### src/source/jag_periph_macros.svh
// Peripheral serial block constants for EEPROM geometry and I2S sample widths
`ifndef JAG_PERIPH_MACROS_SVH
`define JAG_PERIPH_MACROS_SVH

// 93C46 style serial EEPROM in 64 x 16 organisation
`define EE_ADDR_W 6                      // Word address bits
`define EE_DATA_W 16                     // Word width
`define EE_DEPTH  64                     // Words in the array

// Value left behind by ERASE and ERAL
`define EE_ERASED {`EE_DATA_W{1'b1}}

// I2S receiver
`define AUD_W     16                     // Sample width, MSB first on the wire
`define AUD_CNT_W 5                      // Bit counter, top bit flags a full word

`endif

### src/source/jag_periph_pkg.sv
// Types shared by the EEPROM halves: opcodes and the instruction word union
`include "jag_periph_macros.svh"

package jag_periph_pkg;

	// Two bits right after the start bit
	typedef enum logic [1:0] {
		EXT   = 2'b00,                   // Extended, sub-op in the address field
		WRITE = 2'b01,
		READ  = 2'b10,
		ERASE = 2'b11
	} ee_op_e;

	// Top two address bits when the primary opcode is EXT
	typedef enum logic [1:0] {
		EWDS = 2'b00,                    // Write disable
		WRAL = 2'b01,                    // Write all words
		ERAL = 2'b10,                    // Erase all words
		EWEN = 2'b11                     // Write enable
	} ee_ext_e;

	// Opcode plus word address
	typedef struct packed {
		ee_op_e                op;
		logic [`EE_ADDR_W-1:0] addr;
	} ee_addr_view_s;

	// Opcode plus extended opcode, low address bits are don't care
	typedef struct packed {
		ee_op_e                  op;
		ee_ext_e                 ext;
		logic [`EE_ADDR_W-3:0]   unused;
	} ee_ext_view_s;

	// The 8 bits after the start bit, read either way depending on op
	typedef union packed {
		ee_addr_view_s a;
		ee_ext_view_s  x;
	} ee_instr_u;

endpackage

### src/source/ee_cmd_if.sv
// Command and read channel between the EEPROM serial front end and its cell array
`timescale 1ns/10ps
`include "jag_periph_macros.svh"

interface ee_cmd_if;
	logic                      cmd_stb;  // One cycle, instr and wr_data valid
	jag_periph_pkg::ee_instr_u instr;
	logic [`EE_DATA_W-1:0]     wr_data;  // Shifted-in word for WRITE and WRAL
	logic [`EE_ADDR_W-1:0]     rd_addr;
	logic [`EE_DATA_W-1:0]     rd_data;  // Async read of rd_addr
	logic                      busy;     // Write sequencer running

	// Serial side
	modport ctrl (
		output cmd_stb, instr, wr_data, rd_addr,
		input  rd_data, busy
	);

	// Storage side
	modport array (
		input  cmd_stb, instr, wr_data, rd_addr,
		output rd_data, busy
	);
endinterface

### src/source/ee_cell_array.sv
// EEPROM storage with write-enable latch and the erase/write/loop sequencer
`timescale 1ns/10ps
`include "jag_periph_macros.svh"

module ee_cell_array (
	input logic     sys_clk,
	input logic     xresetl,
	ee_cmd_if.array cmd
);
	typedef enum logic [1:0] {
		SEQ_BEGIN,                       // Strobe taken
		SEQ_WRITE,                       // Cell update, gated by latch
		SEQ_LOOP,                        // Next address or finish
		SEQ_END                          // Resting, ready for a strobe
	} seq_state_e;

	logic [`EE_DATA_W-1:0] mem [`EE_DEPTH];
	logic                  ewen_q;       // Write-enable latch
	seq_state_e            seq_q;
	logic [`EE_ADDR_W-1:0] wr_addr_q;
	logic [`EE_DATA_W-1:0] wr_data_q;
	logic                  wr_loop_q;    // All-word form
	logic                  is_ext;
	logic                  is_all;
	logic                  is_erase;
	logic                  is_wr_cmd;
	logic                  start;

	assign is_ext    = cmd.instr.a.op == jag_periph_pkg::EXT;
	assign is_all    = is_ext && (cmd.instr.x.ext == jag_periph_pkg::ERAL ||
		cmd.instr.x.ext == jag_periph_pkg::WRAL);
	assign is_erase  = cmd.instr.a.op == jag_periph_pkg::ERASE ||
		(is_ext && cmd.instr.x.ext == jag_periph_pkg::ERAL);
	assign is_wr_cmd = is_all || cmd.instr.a.op == jag_periph_pkg::WRITE ||
		cmd.instr.a.op == jag_periph_pkg::ERASE;
	assign start     = seq_q == SEQ_END && cmd.cmd_stb && is_wr_cmd;

	assign cmd.busy    = seq_q != SEQ_END;
	assign cmd.rd_data = mem[cmd.rd_addr];

	always_ff @(posedge sys_clk) begin
		if (!xresetl) begin
			seq_q  <= SEQ_END;
			ewen_q <= 1'b0;              // Power up write-protected
		end else begin
			case (seq_q)
				SEQ_END: begin
					if (start)
						seq_q <= SEQ_BEGIN;
					else if (cmd.cmd_stb && is_ext && cmd.instr.x.ext == jag_periph_pkg::EWEN)
						ewen_q <= 1'b1;
					else if (cmd.cmd_stb && is_ext && cmd.instr.x.ext == jag_periph_pkg::EWDS)
						ewen_q <= 1'b0;
				end
				SEQ_BEGIN: seq_q <= SEQ_WRITE;
				SEQ_WRITE: seq_q <= SEQ_LOOP;
				SEQ_LOOP: begin
					if (!wr_loop_q || wr_addr_q == `EE_ADDR_W'(`EE_DEPTH - 1))
						seq_q <= SEQ_END;
					else
						seq_q <= SEQ_WRITE;
				end
				default: seq_q <= SEQ_END;
			endcase
		end
	end

	// Address, data and mode come from the strobed command
	always_ff @(posedge sys_clk) begin
		if (start) begin
			wr_addr_q <= is_all ? '0 : cmd.instr.a.addr;
			wr_data_q <= is_erase ? `EE_ERASED : cmd.wr_data;
			wr_loop_q <= is_all;
		end else if (seq_q == SEQ_LOOP && wr_loop_q) begin
			wr_addr_q <= wr_addr_q + 1'b1;   // Sweep 0 to 63
		end
		if (seq_q == SEQ_WRITE && ewen_q)
			mem[wr_addr_q] <= wr_data_q;     // Disabled latch runs the sequence dry
	end

endmodule

### src/source/ee_serial_ctrl.sv
// EEPROM serial front end that decodes SK/DI instructions, shifts data and drives DO
`timescale 1ns/10ps
`include "jag_periph_macros.svh"

module ee_serial_ctrl (
	input  logic   sys_clk,
	input  logic   xresetl,
	input  logic   cs_i,
	input  logic   sk_i,
	input  logic   di_i,
	output logic   do_o,
	ee_cmd_if.ctrl cmd
);
	localparam int CNT_W = $clog2(`EE_DATA_W);

	typedef enum logic [2:0] {
		ST_IDLE,                         // Hunting for start bit and opcode
		ST_DATA,                         // Shifting write data in
		ST_READ,                         // Shifting read data out
		ST_WSTART,                       // Strobe sent, pull DO low
		ST_WBUSY                         // Hold DO low until array is done
	} ctrl_state_e;

	ctrl_state_e               state_q;
	logic                      sk_prev_q;
	logic                      sk_rise;
	logic [7:0]                ir_sh_q;   // Start bit climbs to bit 7
	jag_periph_pkg::ee_instr_u instr_nxt; // Instruction as it completes
	jag_periph_pkg::ee_instr_u instr_q;
	logic [`EE_DATA_W-1:0]     dr_q;      // Shared in/out data shifter
	logic [CNT_W-1:0]          cnt_q;     // Data bits taken
	logic                      do_q;
	logic                      stb_q;

	assign sk_rise   = sk_i & ~sk_prev_q;
	assign instr_nxt = {ir_sh_q[6:0], di_i};

	// Address is live on the last SK so the read lands on that same edge
	assign cmd.rd_addr = instr_nxt.a.addr;
	assign cmd.instr   = instr_q;
	assign cmd.wr_data = dr_q;
	assign cmd.cmd_stb = stb_q;
	assign do_o        = do_q;

	always_ff @(posedge sys_clk) begin
		if (!xresetl) begin
			sk_prev_q <= 1'b0;
		end else begin
			sk_prev_q <= sk_i;
		end
	end

	always_ff @(posedge sys_clk) begin
		if (!xresetl || !cs_i) begin
			// Deselect drops back to idle, sequencer keeps running
			state_q <= ST_IDLE;
			ir_sh_q <= '0;
			cnt_q   <= '0;
			do_q    <= 1'b1;
			stb_q   <= 1'b0;
		end else begin
			stb_q <= 1'b0;
			case (state_q)
				ST_IDLE: begin
					if (sk_rise && !cmd.busy) begin
						ir_sh_q <= {ir_sh_q[6:0], di_i};
						if (ir_sh_q[7]) begin  // Eighth bit after start
							ir_sh_q <= '0;
							instr_q <= instr_nxt;
							cnt_q   <= '0;
							case (instr_nxt.a.op)
								jag_periph_pkg::READ: begin
									dr_q    <= cmd.rd_data;
									do_q    <= 1'b0;  // Dummy zero
									state_q <= ST_READ;
								end
								jag_periph_pkg::WRITE: state_q <= ST_DATA;
								jag_periph_pkg::ERASE: begin
									stb_q   <= 1'b1;
									state_q <= ST_WSTART;
								end
								default: begin
									// EWEN and EWDS strobe and stay idle
									if (instr_nxt.x.ext == jag_periph_pkg::WRAL) begin
										state_q <= ST_DATA;
									end else begin
										stb_q <= 1'b1;
										if (instr_nxt.x.ext == jag_periph_pkg::ERAL)
											state_q <= ST_WSTART;
									end
								end
							endcase
						end
					end
				end
				ST_DATA: begin
					if (sk_rise) begin
						dr_q  <= {dr_q[`EE_DATA_W-2:0], di_i};  // MSB first
						cnt_q <= cnt_q + 1'b1;
						if (cnt_q == CNT_W'(`EE_DATA_W - 1)) begin
							stb_q   <= 1'b1;
							state_q <= ST_WSTART;
						end
					end
				end
				ST_READ: begin
					if (sk_rise) begin
						do_q <= dr_q[`EE_DATA_W-1];
						dr_q <= {dr_q[`EE_DATA_W-2:0], 1'b0};  // Zeros past the word
					end
				end
				ST_WSTART: begin
					do_q    <= 1'b0;             // Busy on DO
					state_q <= ST_WBUSY;
				end
				ST_WBUSY: begin
					if (!cmd.busy) begin
						do_q    <= 1'b1;         // Ready
						state_q <= ST_IDLE;
					end
				end
				default: state_q <= ST_IDLE;
			endcase
		end
	end

endmodule

### src/source/i2s_audio_rx.sv
// I2S receiver that assembles 16-bit words and latches them as left or right samples
`timescale 1ns/10ps
`include "jag_periph_macros.svh"

module i2s_audio_rx (
	input  logic              sys_clk,
	input  logic              xresetl,
	input  logic              sck_i,
	input  logic              ws_i,
	input  logic              sd_i,
	output logic [`AUD_W-1:0] aud_l_o,
	output logic [`AUD_W-1:0] aud_r_o
);
	logic                  sck_prev_q;
	logic                  sck_rise;
	logic                  ws_prev_q;    // WS as of the last SCK rise
	logic                  next_q;       // Word boundary seen
	logic [`AUD_CNT_W-1:0] cnt_q;        // Bits taken, top bit = full
	logic [`AUD_W-1:0]     buf_q;

	assign sck_rise = sck_i & ~sck_prev_q;

	always_ff @(posedge sys_clk) begin
		if (!xresetl) begin
			sck_prev_q <= 1'b0;
			ws_prev_q  <= 1'b0;
			next_q     <= 1'b0;
			cnt_q      <= '0;
			buf_q      <= '0;
			aud_l_o    <= '0;
			aud_r_o    <= '0;
		end else begin
			sck_prev_q <= sck_i;
			if (sck_rise) begin
				// Extra bits past 16 are dropped
				if (!cnt_q[`AUD_CNT_W-1]) begin
					cnt_q <= cnt_q + 1'b1;
					buf_q[~cnt_q[`AUD_CNT_W-2:0]] <= sd_i;  // MSB first
				end
				ws_prev_q <= ws_i;
				if (ws_prev_q != ws_i)
					next_q <= 1'b1;      // WS leads the new word by one SCK
			end
			// Commit one cycle after the change, overrides a same-cycle bit
			if (next_q) begin
				next_q <= 1'b0;
				cnt_q  <= '0;
				buf_q  <= '0;
				if (ws_prev_q)
					aud_l_o <= buf_q;
				else
					aud_r_o <= buf_q;
			end
		end
	end

endmodule

### src/source/jag_periph_top.sv
// Peripheral serial block top with the 93C46 EEPROM and the I2S audio receiver
`timescale 1ns/10ps
`include "jag_periph_macros.svh"

module jag_periph_top (
	input  logic              sys_clk,
	input  logic              xresetl,
	input  logic              ee_cs_i,
	input  logic              ee_sk_i,
	input  logic              ee_di_i,
	output logic              ee_do_o,
	input  logic              i2s_sck_i,
	input  logic              i2s_ws_i,
	input  logic              i2s_sd_i,
	output logic [`AUD_W-1:0] aud_l_o,
	output logic [`AUD_W-1:0] aud_r_o
);
	// Strobe, instruction, data and read port between the EEPROM halves
	ee_cmd_if ee_cmd ();

	ee_serial_ctrl u_ee_ctrl (
		.sys_clk (sys_clk),
		.xresetl (xresetl),
		.cs_i    (ee_cs_i),
		.sk_i    (ee_sk_i),
		.di_i    (ee_di_i),
		.do_o    (ee_do_o),
		.cmd     (ee_cmd.ctrl)
	);

	ee_cell_array u_ee_array (
		.sys_clk (sys_clk),
		.xresetl (xresetl),
		.cmd     (ee_cmd.array)
	);

	// Audio path is independent of the EEPROM
	i2s_audio_rx u_i2s_rx (
		.sys_clk (sys_clk),
		.xresetl (xresetl),
		.sck_i   (i2s_sck_i),
		.ws_i    (i2s_ws_i),
		.sd_i    (i2s_sd_i),
		.aud_l_o (aud_l_o),
		.aud_r_o (aud_r_o)
	);

endmodule
### config.mk
export PLATFORM = sky130hd
export DESIGN_NAME = jag_periph_top
export DESIGN_NICKNAME = d
export VERILOG_FILES = /design/src/source/jag_periph_pkg.sv /design/src/source/ee_cmd_if.sv /design/src/source/ee_cell_array.sv /design/src/source/ee_serial_ctrl.sv /design/src/source/i2s_audio_rx.sv /design/src/source/jag_periph_top.sv
export VERILOG_INCLUDE_DIRS = /design/src /design/src/source
export SDC_FILE = /design/constraint.sdc
export NUM_CORES = 1
export LEC_CHECK = 0
export ABC_AREA = 1
export BUFFER_PORTS_ARGS = -buffer_cell sky130_fd_sc_hd__buf_4
export CAP_MARGIN = 20
export CORE_MARGIN = 2
export CORE_UTILIZATION = 27
export DETAILED_ROUTE_END_ITERATION = 8
export PLACE_DENSITY = 0.43
export SETUP_SLACK_MARGIN = 0.1
export SLEW_MARGIN = 20
export SYNTH_ARGS = -nofsm -noshare
export SYNTH_HDL_FRONTEND = slang
export SYNTH_SLANG_ARGS = --single-unit
### constraint.sdc
create_clock -name sys_clk -period 8 [get_ports sys_clk]
set_clock_uncertainty 0.05 [all_clocks]
set_input_delay 0.4 -clock sys_clk [delete_from_list [all_inputs] [get_ports sys_clk]]
set_output_delay 0.4 -clock sys_clk [all_outputs]
set_load 0.01 [all_outputs]
# Word-level counts from Yosys, hierarchy flattened
# Memory sizes are Yosys's and may differ from the RTL's.
# Index checks and enable logic that the tools add are counted.
dict set report totals {
  out_inout_bits 33
  ff_bits 124
  memories 1
  ram_bits 1024
  in_bits 8
}
dict set report op_classes {
  addsub 3
  mux 48
  n_eq_ne 30
  bitwise 12
  magnitude_cmp 2
  reduce_logical 43
}
# name depth width read_ports rd_clocked_by_memory_dff write_ports line
set memory_table {}
lappend memory_table {u_ee_array.mem 64 16 1 0 1 ee_cell_array.sv:17} ;# logic [`EE_DATA_W-1:0] mem [`EE_DEPTH];
# cell n
set ops {}
lappend ops {{2-to-1 mux 16 bit} 5}
lappend ops {{case mux 16 bit (3 select lines)} 1}
lappend ops {{2-to-1 mux 3 bit} 7}
lappend ops {{2-to-1 mux 6 bit} 3}
lappend ops {{bitwise mux 16 bit} 1}
lappend ops {{equality test 2 bit, second input constant} 8}
lappend ops {{2-to-1 mux 1 bit} 16}
lappend ops {{case mux 3 bit (5 select lines)} 1}
lappend ops {{!= test 2 x 1 -> 1 bit, second input constant} 7}
lappend ops {{AND reduction 7 bit} 2}
lappend ops {{2-to-1 mux 4 bit} 3}
lappend ops {{logical AND 1 bit} 11}
lappend ops {{equality test 2 x 1 -> 1 bit, second input constant} 5}
lappend ops {{inverter 1 bit} 9}
lappend ops {{case mux 3 bit (3 select lines)} 1}
lappend ops {{2-to-1 mux 8 bit} 1}
lappend ops {{case mux 2 bit (4 select lines)} 1}
lappend ops {{case mux 4 bit (2 select lines)} 1}
lappend ops {{AND reduction 2 bit} 4}
lappend ops {{AND reduction 4 bit} 2}
lappend ops {{adder 6 x 1 -> 6 bit, second input constant} 1}
lappend ops {{equality test 3 x 2 -> 1 bit, second input constant} 2}
lappend ops {{equality test 6 bit, second input constant} 1}
lappend ops {{zero test 2 bit} 3}
lappend ops {{other kinds (27)} 42}

# Longest topological paths before layout
dict set report depth {
  word_depth 8
  mapped_depth 13
}

# By module
# A second synthesis with hierarchy kept.
dict set report hier_totals {
  hier_cells 4126
  area_unflattened_um2 47202.8
}
# mod instances seq_area_each_um2 cells_per_inst area_per_inst_um2
set modules_own_cells {}
lappend modules_own_cells {ee_cell_array 1 31500.2 3616 42918.7}
lappend modules_own_cells {i2s_audio_rx 1 1121.1 307 2249.7}
lappend modules_own_cells {ee_serial_ctrl 1 1081.0 203 2034.5}

# Least setup slack after synthesis
# OpenSTA, ideal clock, no wires.
dict set report synth_path {
  path_type {register to register}
  start {register u_ee_ctrl.state_q[1]}
  end {register u_ee_ctrl.dr_q[0], in the netlist u_ee_ctrl.cmd.wr_data[0], enable pin}
  slack_ns 5.379
  required_ns 7.537
  setup_ns 0.413
  arrival_ns 2.158
  path_stages_with_launch 8
  path_cell_list {dfxtp_1 nor2_1 nand2_1 buf_2 inv_1 nand2_1 o211ai_1 nor3b_1}
}
dict set report synth_between {
  elab_chain_cells 3
}
# item line
set synth_lines {}
lappend synth_lines {{start: declaration} ee_serial_ctrl.sv:24} ;# ctrl_state_e state_q;
lappend synth_lines {{start signal: assignment} ee_serial_ctrl.sv:56} ;# state_q <= ST_IDLE;
lappend synth_lines {{start signal: assignment} ee_serial_ctrl.sv:75} ;# state_q <= ST_READ;
lappend synth_lines {{start signal: assignment} ee_serial_ctrl.sv:77} ;# jag_periph_pkg::WRITE: state_q <= ST_DATA;
lappend synth_lines {{equality test 3 x 1 -> 1 bit, or another cell as far along} ee_serial_ctrl.sv:63} ;# case (state_q)
lappend synth_lines {{!= test 2 x 1 -> 1 bit (no source line) or nonzero test 3 bit (tied branches)} n/a}
lappend synth_lines {{AND reduction 7 bit (no source line) *} n/a}
lappend synth_lines {{end signal: assignment} ee_serial_ctrl.sv:73} ;# dr_q <= cmd.rd_data;
lappend synth_lines {{end signal: assignment} ee_serial_ctrl.sv:98} ;# dr_q <= {dr_q[`EE_DATA_W-2:0], di_i};
lappend synth_lines {{end signal: assignment} ee_serial_ctrl.sv:109} ;# dr_q <= {dr_q[`EE_DATA_W-2:0], 1'b0};
lappend synth_lines {{end: declaration} ee_serial_ctrl.sv:30} ;# logic [`EE_DATA_W-1:0] dr_q;
# Mark *: on every way between the ends. The rest lies on a longest branch, timed or not.
# A chain may end at the register's enable or synchronous reset.

# Worst setup path after layout
dict set report layout_path {
  start {register u_ee_ctrl.ir_sh_q[0]}
  end {register u_ee_ctrl.dr_q[0], in the netlist u_ee_ctrl.cmd.wr_data[0] (data pin)}
}
dict set report layout_between {
  elab_chain_cells 5
}
# item line
set layout_lines {}
lappend layout_lines {{start: declaration} ee_serial_ctrl.sv:27} ;# logic [7:0] ir_sh_q;
lappend layout_lines {{start signal: assignment} ee_serial_ctrl.sv:66} ;# ir_sh_q <= {ir_sh_q[6:0], di_i};
lappend layout_lines {{memory (64 x 16 bit)} n/a}
lappend layout_lines {{2-to-1 mux 16 bit} ee_serial_ctrl.sv:71} ;# case (instr_nxt.a.op)
lappend layout_lines {{2-to-1 mux 16 bit} ee_serial_ctrl.sv:67} ;# if (ir_sh_q[7]) begin
lappend layout_lines {{2-to-1 mux 16 bit} ee_serial_ctrl.sv:65} ;# if (sk_rise && !cmd.busy) begin
lappend layout_lines {{case mux 16 bit (3 select lines)} ee_serial_ctrl.sv:63}
# No other way between the ends. The select of a mux whose other input is x is not followed.

==> impl_metrics.yaml <==
hold_path:
  hp-class: "input pin to flop"
  hold_end: "u_ee_ctrl.cmd.cmd_stb"
  worstHoldPathCells: 3
  hp-start: "ee_cs_i"
sta:
  drv_slew: 0
  period_share_pct: 49.6
  setup_viol: 0
  hold_violations: 0
  worstMarginPinSlew_ns: 1.16
  max_freq_mhz: 252
  rsz0062_at_grt: "no"
  slew_headroom_pct: 22.4
  finalSetupTns_ns: 0
  period_minus_slack_ns: 3.97
global_routing:
  grt_pass1_vias: 29665
  grt_usage_pct: 16.2
  antenna_found_initial: 5
  grt_max_degree: 189
  grt-ovfl-total: 0
  grt_first_pass_wirelength_um: 210000
job:
  max_cap_viol_count: 0
clocking:
  cts.clk_slew.worst_paths_ns: 0.06
  cts_root_buffer: "clkbuf_16"
  cts.sinks: 1148
  cts_hold_buffers: 7
  cts_setup_buffers: 0
  cts_tree: "built"
  clkLatencyLatePin_ns: 0.77
  cts_buffers: 132
  cts-htree-levels: 4
  cts_resized: 0
  cts_buffer_depth: 3
detailed_routing:
  drt-total-wl_um: 144000
  wl_per_cell_um: 22.1
  drt_first_pass_iters: 6
  ant_nets: 0
  vias: 30598
  drc: 0
  vias_per_cell: 4.71
  drt_iter0_markers: 2844
setup_path:
  required_ns: 8.45
  crit_type: "flop to flop"
  cp-start-kind: "flop"
  cpMostUsedCell: "nand2_1"
  cp_data_arrival_time_ns: 4.41
  reg2reg_from: "u_ee_ctrl.ir_sh_q[0]"
  crit_chain: "buf_4 > buf_4 > nand3_1 > nand3_1 > nand2_1 > nand2_1 > nand3_1 > nand2_1 > nand2_1 > nand3_1 > nand2_1"
  reg2reg_to: "u_ee_ctrl.cmd.wr_data[0]"
  r2r_cells: 11
  slowest_delay_ns: 0.82
  end_kind: "flop"
  r2r_slack_ns: 4.03
  cpMaxStageDelayCell: "buf_4"
  worstPathMaxFanout: 60
pwr:
  vdd_ir_drop_max_uv: 195
  switchingPower_w: 0.00287
  p_clk_share_pct: 45.4
  seq_power_share_pct: 50.4
  comb_power_share_pct: 4.2
  power_density_nw_per_um2: 240
  p_leak_nw: 18.9
  p_int_w: 0.0100
  p_sw_share_pct: 22.3
floorplanning:
  die_y_um: 420
  dieArea_um2: 176000
  start_util_pct: 27.2
  ioPinCount: 41
  rows: 152
  coreArea_um2: 172000
  dieWidth_um: 420
logic_synthesis:
  synth-edff-count: 1071
  syn_area_um2: 46600
  synth.avg_cell_area_um2: 11.5
  netlist_instances: 4040
  synth-main-ff-cell: "edfxtp_1"
  netlist.area_leader.share_pct: 68.9
  ys_warn_count: 0
  yosys-top-cells-count: "nand2_1, edfxtp_1, nand3_1"
  synth_top_cell_by_area: "edfxtp_1"
  syn_nets: 4058
  yosysMostFrequentCell: "nand2_1"
  netlist_top_cells_area: "edfxtp_1, nand3_1, nand2_1, dfxtp_1, buf_2"
  ys_seq_elements: 1148
  synthArstFlopShare_pct: 0
  synth_seq_area_share_pct: 72.2
  synth_cell_type_count: 31
layout:
  fin_util_pct: 31.3
  area_growth_pct: 15.0
  drive_gt1_share_pct: 8.74
  ff_latch_area_um2: 33700
  nets: 4107
  multi_input_area_um2: 11300
  fillers: 17504
outcome:
  status: "complete, no violations"
placement:
  routabilityCongestion: 0.767
  hpwl_um: 75700
  port_buffers: 40
==> cells in the final DEF (no fill, tap or decap), types with 3 or more instances in the layout <==
cell type,n
nor2_1,129
o21ai_0,63
dfxtp_4,3
inv_1,94
a21oi_1,51
clkinv_1,25
nand3_1,958
edfxtp_1,1071
buf_12,5
dfxtp_1,74
dlygate4sd3_1,7
bufinv_16,7
inv_8,3
a211oi_1,6
o22ai_1,5
nor2_2,27
clkinv_2,12
nand4_1,9
nor3_1,7
inv_6,6
clkinv_8,5
clkbuf_8,5
clkinvlp_4,3
clkbuf_16,136
buf_4,143
ha_1,10
nand2_1,1265
clkbuf_1,36
nor2_4,6
==> metal layers <==
metal | wire, um | global-route usage (%) | vias to the layer above | share of wire (%)
met2 | 66300 | 25.4 | 797 | 46
met4 | 3170 | 4.47 | 0 | 2.2
met1 | 66900 | 23.1 | 15345 | 46
met3 | 7580 | 2.59 | 181 | 5.3
met5 | 0 | 0 | - | 0
li1 | - | - | 14275 | -
==> sequential cells by signal, summed over array words and instances (netlist names), 2 cells and up <==
name	count
u_ee_array.mem	1024
u_ee_array.seq_q	2
u_i2s_rx.aud_r_o	16
u_i2s_rx.aud_l_o	16
u_ee_array.wr_data_q	16
u_ee_ctrl.cmd.instr	8
u_ee_array.wr_addr_q	6
u_ee_ctrl.ir_sh_q	8
u_ee_ctrl.cmd.wr_data	16
u_ee_ctrl.cnt_q	4
u_i2s_rx.buf_q	16
u_ee_ctrl.state_q	3
u_i2s_rx.cnt_q	5
==> metrics by stage <==
step                      hold WS [ns]  instance area [um^2]  std cells  total power (W)  setup slack (ns)
after floorplan                  0.353                 46600       4040          0.00698              5.38
after global placement           0.379                 49400       6258          0.00716              4.02
after detailed placement         0.385                 49400       6258          0.00716              4.00
after CTS                        0.165                 53600       6498           0.0130              3.98
after global routing             0.262                 53600       6498           0.0133              3.84
final                            0.209                 53600       6500           0.0129              4.03
==> kinds of logic (layout without fill, tap and decap cells) <==
kind of cell | Yosys count | in the layout | synth area share, %
xor+xnor | 4 | 4 | 0.0751
buf+inv | 342 | 490 | 3.89
flops | 1148 | 1148 | 72.2
simple gates | 2403 | 2403 | 22.0
other cells | 0 | 2 | 0
compound gates | 133 | 133 | 1.51
fa+ha+maj | 10 | 10 | 0.268
==> power by group through the flow <==
stage / sequential (W) / combinational, W / clock [W]
6_report: 0.00649 / 0.000537 / 0.00585
5_1_grt: 0.00649 / 0.000599 / 0.00622
4_1_cts: 0.00649 / 0.000545 / 0.00599
3_5_place_dp: 0.00662 / 0.000541 / 0
3_3_place_gp: 0.00662 / 0.000542 / 0
2_1_floorplan: 0.00661 / 0.000374 / 0
==> critical path: cells and delay by family, from the launching register on <==
family / cells / cell delay (ns)
AND/OR/NAND/NOR: 9 / 1.26
buffers and inverters: 2 / 1.48
flip-flops: 1 / 0.74
==> worst max path at each step <==
stage / from / endpoint / slack, ns / cells after the start
after global routing: u_ee_ctrl.ir_sh_q[0] / u_ee_ctrl.cmd.wr_data[0] / 3.84 / 11
after detailed placement: u_ee_ctrl.ir_sh_q[0] / u_ee_ctrl.cmd.wr_data[0] / 4.00 / 11
after global placement: u_ee_ctrl.ir_sh_q[0] / u_ee_ctrl.cmd.wr_data[0] / 4.02 / 11
after floorplan: u_ee_ctrl.state_q[1] / u_ee_ctrl.cmd.wr_data[0] / 5.38 / 7
final: u_ee_ctrl.ir_sh_q[0] / u_ee_ctrl.cmd.wr_data[0] / 4.03 / 11
after CTS: u_ee_ctrl.ir_sh_q[0] / u_ee_ctrl.cmd.wr_data[0] / 3.98 / 11
==> area by class of cell <==
| class | instances | area share, % |
|---|---|---|
| Clock buffer | 177 | 6.72 |
| Timing Repair Buffer | 156 | 2.35 |
| Antenna cell | 2 | 0.00933 |
| Inverter | 101 | 0.749 |
| Sequential cell | 1148 | 62.9 |
| Tap cell | 2310 | 5.39 |
| Clock inverter | 56 | 0.956 |
| Multi-Input combinational cell | 2550 | 21.0 |
No activity file was read; power rests on OpenSTA's default activity.
